### src/logic/mmu_pkg.sv
package mmu_pkg;

  // Address split
  localparam int VADDR_W       = 20;
  localparam int PAGE_OFFSET_W = 12;
  localparam int VTAG_W        = 8;
  localparam int PTAG_W        = 8;

  // Physical attributes carried in the ptag
  localparam int DID_W        = 2;
  localparam int UNCACHED_BIT = 5;

  localparam int DWORD_W = 64;

  typedef enum logic [1:0] {
    e_priv_user       = 2'b00,
    e_priv_supervisor = 2'b01,
    e_priv_machine    = 2'b11
  } priv_e;

  typedef enum logic {
    e_op_load  = 1'b0,
    e_op_store = 1'b1
  } mem_op_e;

  typedef struct packed {
    mem_op_e              op;
    logic [VADDR_W-1:0]   vaddr;
    logic [DWORD_W-1:0]   data;
  } mmu_cmd_s;

  // Leaf PTE fields kept by the TLB
  typedef struct packed {
    logic [PTAG_W-1:0] ptag;
    logic              u;
    logic              w;
    logic              d;
  } tlb_entry_s;

  typedef enum logic [2:0] {
    e_ok                 = 3'd0,
    e_tlb_miss           = 3'd1,
    e_load_page_fault    = 3'd2,
    e_store_page_fault   = 3'd3,
    e_load_access_fault  = 3'd4,
    e_store_access_fault = 3'd5
  } fault_e;

  typedef struct packed {
    fault_e             status;
    logic [DWORD_W-1:0] data;
  } mem_resp_s;

endpackage

### src/logic/dtlb.sv
`timescale 1ns/1ps

module dtlb #(
  parameter int TLB_ELS = 4
) (
  input  logic                        clk_i,
  input  logic                        reset_i,

  input  logic                        lookup_v_i,
  input  logic [mmu_pkg::VTAG_W-1:0]  lookup_vtag_i,

  input  logic                        fill_v_i,
  input  logic [mmu_pkg::VTAG_W-1:0]  fill_vtag_i,
  input  mmu_pkg::tlb_entry_s         fill_entry_i,
  input  logic                        flush_i,

  output logic                        hit_o,
  output mmu_pkg::tlb_entry_s         entry_o
);

  localparam int PTR_W = (TLB_ELS > 1) ? $clog2(TLB_ELS) : 1;

  logic [TLB_ELS-1:0]         valid_r;
  logic [mmu_pkg::VTAG_W-1:0] tag_r   [TLB_ELS];
  mmu_pkg::tlb_entry_s        entry_r [TLB_ELS];
  logic [PTR_W-1:0]           victim_r;

  logic [TLB_ELS-1:0]         lookup_match;
  logic [TLB_ELS-1:0]         fill_match;
  mmu_pkg::tlb_entry_s        lookup_entry;
  logic [PTR_W-1:0]           fill_idx;
  logic                       fill_hit;

  // Tag compare for both the lookup and the fill port
  always_comb begin
    lookup_entry = '0;
    fill_idx     = victim_r;
    fill_hit     = 1'b0;
    for (int i = 0; i < TLB_ELS; i++) begin
      lookup_match[i] = valid_r[i] && (tag_r[i] == lookup_vtag_i);
      fill_match[i]   = valid_r[i] && (tag_r[i] == fill_vtag_i);
      if (lookup_match[i]) begin
        lookup_entry = entry_r[i];
      end
      if (fill_match[i]) begin
        fill_idx = PTR_W'(i);
        fill_hit = 1'b1;
      end
    end
  end

  always_ff @(posedge clk_i) begin
    if (reset_i || flush_i) begin
      valid_r  <= '0;
      victim_r <= '0;
    end else if (fill_v_i) begin
      valid_r[fill_idx] <= 1'b1;
      // Refill of a present tag keeps the victim where it is
      if (!fill_hit) begin
        victim_r <= (victim_r == PTR_W'(TLB_ELS - 1)) ? '0 : victim_r + 1'b1;
      end
    end
  end

  always_ff @(posedge clk_i) begin
    if (fill_v_i && !flush_i) begin
      tag_r[fill_idx]   <= fill_vtag_i;
      entry_r[fill_idx] <= fill_entry_i;
    end
  end

  // Lookup result lands one cycle after the request
  always_ff @(posedge clk_i) begin
    if (reset_i) begin
      hit_o <= 1'b0;
    end else begin
      hit_o <= lookup_v_i && (|lookup_match);
    end
  end

  always_ff @(posedge clk_i) begin
    if (lookup_v_i) begin
      entry_o <= lookup_entry;
    end
  end

endmodule

### src/logic/access_check.sv
`timescale 1ns/1ps

module access_check (
  input  mmu_pkg::mem_op_e            op_i,
  input  mmu_pkg::tlb_entry_s         entry_i,
  input  logic                        hit_i,

  input  logic                        translation_en_i,
  input  mmu_pkg::priv_e              priv_i,
  input  logic                        sum_i,
  input  logic                        uncached_mode_i,

  input  logic [mmu_pkg::PTAG_W-1:0]  ptag_i,
  output mmu_pkg::fault_e             status_o
);

  logic is_store;
  logic priv_fault;
  logic write_fault;
  logic domain_fault;
  logic mode_fault;

  assign is_store = (op_i == mmu_pkg::e_op_store);

  // S-mode touching user pages without SUM, or U-mode on a supervisor page
  assign priv_fault = ((priv_i == mmu_pkg::e_priv_supervisor) && !sum_i && entry_i.u)
                   || ((priv_i == mmu_pkg::e_priv_user) && !entry_i.u);

  assign write_fault = is_store && (!entry_i.w || !entry_i.d);

  // Only domain zero is reachable
  assign domain_fault = (ptag_i[mmu_pkg::PTAG_W-1 -: mmu_pkg::DID_W] != '0);
  assign mode_fault   = uncached_mode_i && !ptag_i[mmu_pkg::UNCACHED_BIT];

  always_comb begin
    if (translation_en_i && !hit_i) begin
      status_o = mmu_pkg::e_tlb_miss;
    end else if (translation_en_i && (priv_fault || write_fault)) begin
      status_o = is_store ? mmu_pkg::e_store_page_fault : mmu_pkg::e_load_page_fault;
    end else if (domain_fault || mode_fault) begin
      status_o = is_store ? mmu_pkg::e_store_access_fault : mmu_pkg::e_load_access_fault;
    end else begin
      status_o = mmu_pkg::e_ok;
    end
  end

endmodule

### src/logic/data_ram.sv
`timescale 1ns/1ps

module data_ram #(
  parameter  int RAM_WORDS = 64,
  localparam int ADDR_W    = (RAM_WORDS > 1) ? $clog2(RAM_WORDS) : 1
) (
  input  logic                         clk_i,
  input  logic [ADDR_W-1:0]            addr_i,
  input  logic                         we_i,
  input  logic [mmu_pkg::DWORD_W-1:0]  wdata_i,
  output logic [mmu_pkg::DWORD_W-1:0]  rdata_o
);

  // Starts out all zero
  logic [mmu_pkg::DWORD_W-1:0] mem_r [RAM_WORDS] = '{default: '0};

  // A write also returns its own data on the read port
  always_ff @(posedge clk_i) begin
    if (we_i) begin
      mem_r[addr_i] <= wdata_i;
      rdata_o       <= wdata_i;
    end else begin
      rdata_o <= mem_r[addr_i];
    end
  end

endmodule

### src/logic/mem_top.sv
`timescale 1ns/1ps

module mem_top #(
  parameter int TLB_ELS   = 4,
  parameter int RAM_WORDS = 64
) (
  input  logic                        clk_i,
  input  logic                        reset_i,

  input  logic                        cmd_v_i,
  input  mmu_pkg::mmu_cmd_s           cmd_i,
  input  logic                        poison_i,

  input  logic                        fill_v_i,
  input  logic [mmu_pkg::VTAG_W-1:0]  fill_vtag_i,
  input  mmu_pkg::tlb_entry_s         fill_entry_i,
  input  logic                        flush_i,

  input  logic                        translation_en_i,
  input  mmu_pkg::priv_e              priv_i,
  input  logic                        sum_i,
  input  logic                        uncached_mode_i,

  output logic                        resp_v_o,
  output mmu_pkg::mem_resp_s          resp_o
);

  localparam int RAM_ADDR_W = (RAM_WORDS > 1) ? $clog2(RAM_WORDS) : 1;
  localparam int PADDR_W    = mmu_pkg::PTAG_W + mmu_pkg::PAGE_OFFSET_W;

  // Stage 1 command and the configuration it was issued under
  logic                        s1_v_r;
  mmu_pkg::mmu_cmd_s           s1_cmd_r;
  logic                        s1_xlate_r;
  mmu_pkg::priv_e              s1_priv_r;
  logic                        s1_sum_r;
  logic                        s1_uncached_r;

  logic                        tlb_hit;
  mmu_pkg::tlb_entry_s         tlb_entry;
  mmu_pkg::fault_e             s1_status;
  logic [mmu_pkg::PTAG_W-1:0]  s1_ptag;
  logic [PADDR_W-1:0]          s1_paddr;
  logic                        ram_we;
  logic [mmu_pkg::DWORD_W-1:0] ram_rdata;

  // Stage 2
  logic                        s2_v_r;
  mmu_pkg::fault_e             s2_status_r;
  mmu_pkg::mem_op_e            s2_op_r;

  always_ff @(posedge clk_i) begin
    if (reset_i) begin
      s1_v_r <= 1'b0;
      s2_v_r <= 1'b0;
    end else begin
      s1_v_r <= cmd_v_i;
      s2_v_r <= s1_v_r && !poison_i;
    end
  end

  always_ff @(posedge clk_i) begin
    s1_cmd_r      <= cmd_i;
    s1_xlate_r    <= translation_en_i;
    s1_priv_r     <= priv_i;
    s1_sum_r      <= sum_i;
    s1_uncached_r <= uncached_mode_i;
    s2_status_r   <= s1_status;
    s2_op_r       <= s1_cmd_r.op;
  end

  dtlb #(
    .TLB_ELS(TLB_ELS)
  ) u_dtlb (
    .clk_i        (clk_i),
    .reset_i      (reset_i),
    .lookup_v_i   (cmd_v_i),
    .lookup_vtag_i(cmd_i.vaddr[mmu_pkg::VADDR_W-1 -: mmu_pkg::VTAG_W]),
    .fill_v_i     (fill_v_i),
    .fill_vtag_i  (fill_vtag_i),
    .fill_entry_i (fill_entry_i),
    .flush_i      (flush_i),
    .hit_o        (tlb_hit),
    .entry_o      (tlb_entry)
  );

  // Bypass maps the vtag straight through
  assign s1_ptag  = s1_xlate_r ? tlb_entry.ptag
                               : s1_cmd_r.vaddr[mmu_pkg::VADDR_W-1 -: mmu_pkg::VTAG_W];
  assign s1_paddr = {s1_ptag, s1_cmd_r.vaddr[mmu_pkg::PAGE_OFFSET_W-1:0]};

  access_check u_access_check (
    .op_i            (s1_cmd_r.op),
    .entry_i         (tlb_entry),
    .hit_i           (tlb_hit),
    .translation_en_i(s1_xlate_r),
    .priv_i          (s1_priv_r),
    .sum_i           (s1_sum_r),
    .uncached_mode_i (s1_uncached_r),
    .ptag_i          (s1_ptag),
    .status_o        (s1_status)
  );

  assign ram_we = s1_v_r && !poison_i && (s1_cmd_r.op == mmu_pkg::e_op_store)
               && (s1_status == mmu_pkg::e_ok);

  data_ram #(
    .RAM_WORDS(RAM_WORDS)
  ) u_data_ram (
    .clk_i  (clk_i),
    .addr_i (s1_paddr[3 +: RAM_ADDR_W]),
    .we_i   (ram_we),
    .wdata_i(s1_cmd_r.data),
    .rdata_o(ram_rdata)
  );

  // Only a clean load carries data back
  assign resp_v_o      = s2_v_r;
  assign resp_o.status = s2_status_r;
  assign resp_o.data   = ((s2_status_r == mmu_pkg::e_ok) && (s2_op_r == mmu_pkg::e_op_load))
                       ? ram_rdata : '0;

endmodule

### config.mk
export PLATFORM = sky130hd
export DESIGN_NAME = mem_top
export DESIGN_NICKNAME = d
export VERILOG_FILES = /design/src/logic/mmu_pkg.sv /design/src/logic/dtlb.sv /design/src/logic/access_check.sv /design/src/logic/data_ram.sv /design/src/logic/mem_top.sv
export SDC_FILE = /design/constraint.sdc
export NUM_CORES = 2
export LEC_CHECK = 0
export BUFFER_PORTS_ARGS = -buffer_cell sky130_fd_sc_hd__buf_2
export CAP_MARGIN = 20
export CORE_MARGIN = 4
export CORE_UTILIZATION = 45
export DETAILED_ROUTE_END_ITERATION = 6
export MAX_ROUTING_LAYER = met4
export PLACE_DENSITY = 0.62
export SLEW_MARGIN = 25
export SYNTH_ARGS = -nofsm -noshare
export SYNTH_HDL_FRONTEND = slang
export SYNTH_MEMORY_MAX_BITS = 65536
export SYNTH_SLANG_ARGS = --single-unit
### constraint.sdc
create_clock -name clk_i -period 8.49 [get_ports clk_i]
set_input_delay 1.698 -clock clk_i [delete_from_list [all_inputs] [get_ports clk_i]]
set_output_delay 1.698 -clock clk_i [all_outputs]
set_load 0.03 [all_outputs]
==> insert_results.sql <==
INSERT INTO impl_metrics (metric_group, metric, value, unit) VALUES
('clock_tree', 'cts_buffers', '426', ''),
('placement', 'gp_routability_congestion', '0.7749', ''),
('logic_synthesis', 'syn_area_per_cell', '24.07', 'µm²'),
('timing', 'hold_ws', '0.4056', 'ns'),
('grt', 'grt_first_pass_wirelength', '582.5', 'mm'),
('clock_tree', 'tritoncts', 'done', ''),
('timing', 'slew_viol_final', '0', ''),
('setup_path', 'timing.critical_path.from_type', 'flop', ''),
('detailed_routing', 'detail_route.first_pass.iterations', '6', ''),
('grt', 'grt_antenna_before_repair', '28', ''),
('final_layout', 'areaGrowthSynthToFinish', '13.44', '%'),
('clock_tree', 'root_buffer', 'sky130_fd_sc_hd__clkbuf_16', ''),
('clock_tree', 'cts_resized', '0', ''),
('timing', 'fin_crit_sh', '0.7724', ''),
('timing', 'maxClockFrequency', '152.5', 'MHz'),
('detailed_routing', 'detail_route.iter0.violations', '10310', ''),
('grt', 'global_route.usage.total', '0.2295', ''),
('grt', 'first_global_vias', '76470', ''),
('power', 'total_power', '43.21', 'mW'),
('logic_synthesis', 'yosys.area_share.simple', '0.008645', ''),
('floorplan', 'top_ports', '183', ''),
('timing', 'rsz0062_at_grt', 'false', ''),
('logic_synthesis', 'netlist_top_cells_area', 'sky130_fd_sc_hd__edfxtp_1 77%, sky130_fd_sc_hd__mux4_2 16%, sky130_fd_sc_hd__dfxtp_1 1.2%, sky130_fd_sc_hd__mux2i_1 1.2%, sky130_fd_sc_hd__mux2_2 0.45%', ''),
('logic_synthesis', 'combinational_family_with_the_most_area_after_synthesis', 'multiplexers', ''),
('grt', 'overflow', '0', ''),
('clock_tree', 'clkLatencyLatePin', '0.95', 'ns'),
('floorplan', 'die_width', '606.8', 'µm'),
('logic_synthesis', 'yosys_warnings', '0', ''),
('hold_path', 'worst_hold_path.num_cells', '0', ''),
('detailed_routing', 'route.detailed.wl_per_inst', '33.52', 'µm'),
('logic_synthesis', 'synth.net_count', '6819', ''),
('timing', 'timing_worst_slew_pin_value', '1.114', 'ns'),
('status', 'outcome', 'finished clean', ''),
('logic_synthesis', 'asyncSetResetFlopFracSynth', '0', ''),
('setup_path', 'path_class', 'reg -> out', ''),
('power', 'p_leak', '56.90', 'nW'),
('clock_tree', 'cts_max_level', '5', ''),
('placement', 'place_hpwl', '210.7', 'mm'),
('final_layout', 'mostFrequentLayoutCells', '4,158 x sky130_fd_sc_hd__edfxtp_1, 1,152 x sky130_fd_sc_hd__mux4_2, 437 x sky130_fd_sc_hd__clkbuf_16, 207 x sky130_fd_sc_hd__buf_4, 192 x sky130_fd_sc_hd__mux2i_1', ''),
('floorplan', 'initial_core_utilization', '0.4527', ''),
('power', 'ir_worst_vdd', '0.1767', 'mV'),
('floorplan', 'die_height', '606.8', 'µm'),
('placement', 'dpl_cell_area', '0.1692', 'mm²'),
('timing', 'min_period', '6.557', 'ns'),
('final_layout', 'layout.core_utilization', '0.5135', ''),
('logic_synthesis', 'synth_compound_area_frac', '0.01333', ''),
('detailed_routing', 'via_per_inst', '6.133', ''),
('logic_synthesis', 'number_of_library_cell_types_mapped_by_synthesis', '49', ''),
('logic_synthesis', 'most_instantiated_flip_flop_cell_in_the_synthesis_netlist', 'sky130_fd_sc_hd__edfxtp_1', ''),
('logic_synthesis', 'post_synth_xor_area_fraction', '0.003474', ''),
('timing', 'setup_total_negative_slack', '0', 'ns'),
('timing', 'timing.final.hold_violations', '0', ''),
('setup_path', 'critical_path_arrival', '4.86', 'ns'),
('setup_path', 'worstReg2RegEnd', 'u_data_ram.mem_r[5][12]', ''),
('detailed_routing', 'drt_wl_total', '412.5', 'mm'),
('logic_synthesis', 'yosys_register_bits', '4256', ''),
('clock_tree', 'post-cts-setup-buffers', '0', ''),
('logic_synthesis', 'share_of_synthesized_area_occupied_by_flip_flops_and_latches', '0.7859', ''),
('timing', 'slew_headroom', '0.2571', ''),
('logic_synthesis', 'muxShareOfSynthArea', '0.1772', ''),
('timing', 'report.final.setup_viol', '0', ''),
('run', 'max_cap_violations', '0', ''),
('logic_synthesis', 'post_synth_fa_ha_maj_area_fraction', '0.00007754', ''),
('detailed_routing', 'drc', '0', ''),
('timing', 'worst_clk_skew', '0.05230', 'ns'),
('final_layout', 'final_common_cell', 'sky130_fd_sc_hd__edfxtp_1', ''),
('setup_path', 'timing.reg2reg.setup_slack', '4.24', 'ns'),
('logic_synthesis', 'netlist_area', '0.1614', 'mm²'),
('power', 'power.density_cell_area', '236.1', 'mW/mm²'),
('grt', 'grt_start_max_net_pins', '125', ''),
('clock_tree', 'numClockSinks', '4256', '');
cells by family (layout without fill, tap and decap cells):
family	count (synthesis)	after routing
AO/OA/AOI/OAI	351	351
XOR/XNOR	64	64
adder cells (fa/ha/maj)	1	1
buffers and inverters	376	1220
flip-flops	4256	4256
multiplexers	1408	1408
other	0	10
AND/OR/NAND/NOR	247	247
final cells by class:
class,count,area [µm²]
fill,27170,173400
multi-input combinational,2071,33170
timing repair buffer,424,3249
clock inverter,246,2222
tap,4751,5944
clock buffer,547,11430
antenna,10,25.02
sequential,4256,127000
inverter,3,11.26
report_power, final:
group / switching (mW) / total (mW) / internal [mW]
clock: 7.83 / 18.4 / 10.6
combinational: 0.811 / 1.50 / 0.689
sequential: 0.224 / 23.3 / 23.1
total: 8.87 / 43.2 / 34.3
synthesized netlist by cell type, types with 3 or more instances:
cell	count
sky130_fd_sc_hd__a221oi_1	6
sky130_fd_sc_hd__nand2b_1	8
sky130_fd_sc_hd__xor2_1	14
sky130_fd_sc_hd__nor2b_1	72
sky130_fd_sc_hd__edfxtp_1	4158
sky130_fd_sc_hd__a21oi_1	65
sky130_fd_sc_hd__mux4_2	1152
sky130_fd_sc_hd__mux2i_1	192
sky130_fd_sc_hd__nor4_1	67
sky130_fd_sc_hd__nor3_1	9
sky130_fd_sc_hd__buf_6	30
sky130_fd_sc_hd__xnor2_1	50
sky130_fd_sc_hd__nand4_1	12
sky130_fd_sc_hd__clkbuf_1	164
sky130_fd_sc_hd__mux2_2	64
sky130_fd_sc_hd__buf_1	51
sky130_fd_sc_hd__o22ai_1	5
sky130_fd_sc_hd__o21ai_1	64
sky130_fd_sc_hd__a22oi_1	64
sky130_fd_sc_hd__o211ai_1	65
sky130_fd_sc_hd__o21ai_0	66
sky130_fd_sc_hd__nor2_1	28
sky130_fd_sc_hd__buf_2	111
sky130_fd_sc_hd__inv_1	3
sky130_fd_sc_hd__a31oi_1	3
sky130_fd_sc_hd__or3_1	3
sky130_fd_sc_hd__nand2_1	24
sky130_fd_sc_hd__buf_4	17
sky130_fd_sc_hd__nand3_1	14
sky130_fd_sc_hd__dfxtp_1	98
how the worst max path moves through the flow:
stage	slack [ns]	cells past startpoint	to
floorplan	-0.71	5	u_data_ram.mem_r[12][0]
global placement	2.74	6	resp_o[29]
detailed placement	2.72	6	resp_o[29]
CTS	1.71	6	resp_o[29]
global route	1.61	7	resp_o[53]
finish	1.93	7	resp_o[53]
layer usage:
layer  global-route usage  vias up  wire [µm]
met2               0.3568     3701     200300
li1                     -    29890          -
met4              0.05584        0      10790
met1               0.3230    41240     166800
met5                    -        -          0
met3              0.03592      649      34700
flip-flops by register name (all words and copies together) (netlist names), 2 cells and up, named ones only:
name	flops
s1_priv_r	2
u_dtlb.victim_r	2
u_dtlb.entry_r	24
s1_cmd_r	74
u_dtlb.entry_o	6
u_dtlb.tag_r	32
u_dtlb.valid_r	4
s2_status_r	3
u_data_ram.mem_r	4096
critical path, cell delays in order, from the launching register on:
cell and delay, ns:
sky130_fd_sc_hd__dfxtp_4 1.03, sky130_fd_sc_hd__buf_12 0.57, sky130_fd_sc_hd__buf_4 0.50, sky130_fd_sc_hd__mux4_2 0.57
sky130_fd_sc_hd__mux4_2 0.47, sky130_fd_sc_hd__nor2b_1 0.17, sky130_fd_sc_hd__o21ai_1 0.16, sky130_fd_sc_hd__buf_2 0.26
Note: power is estimated with default switching activity, not from simulation.
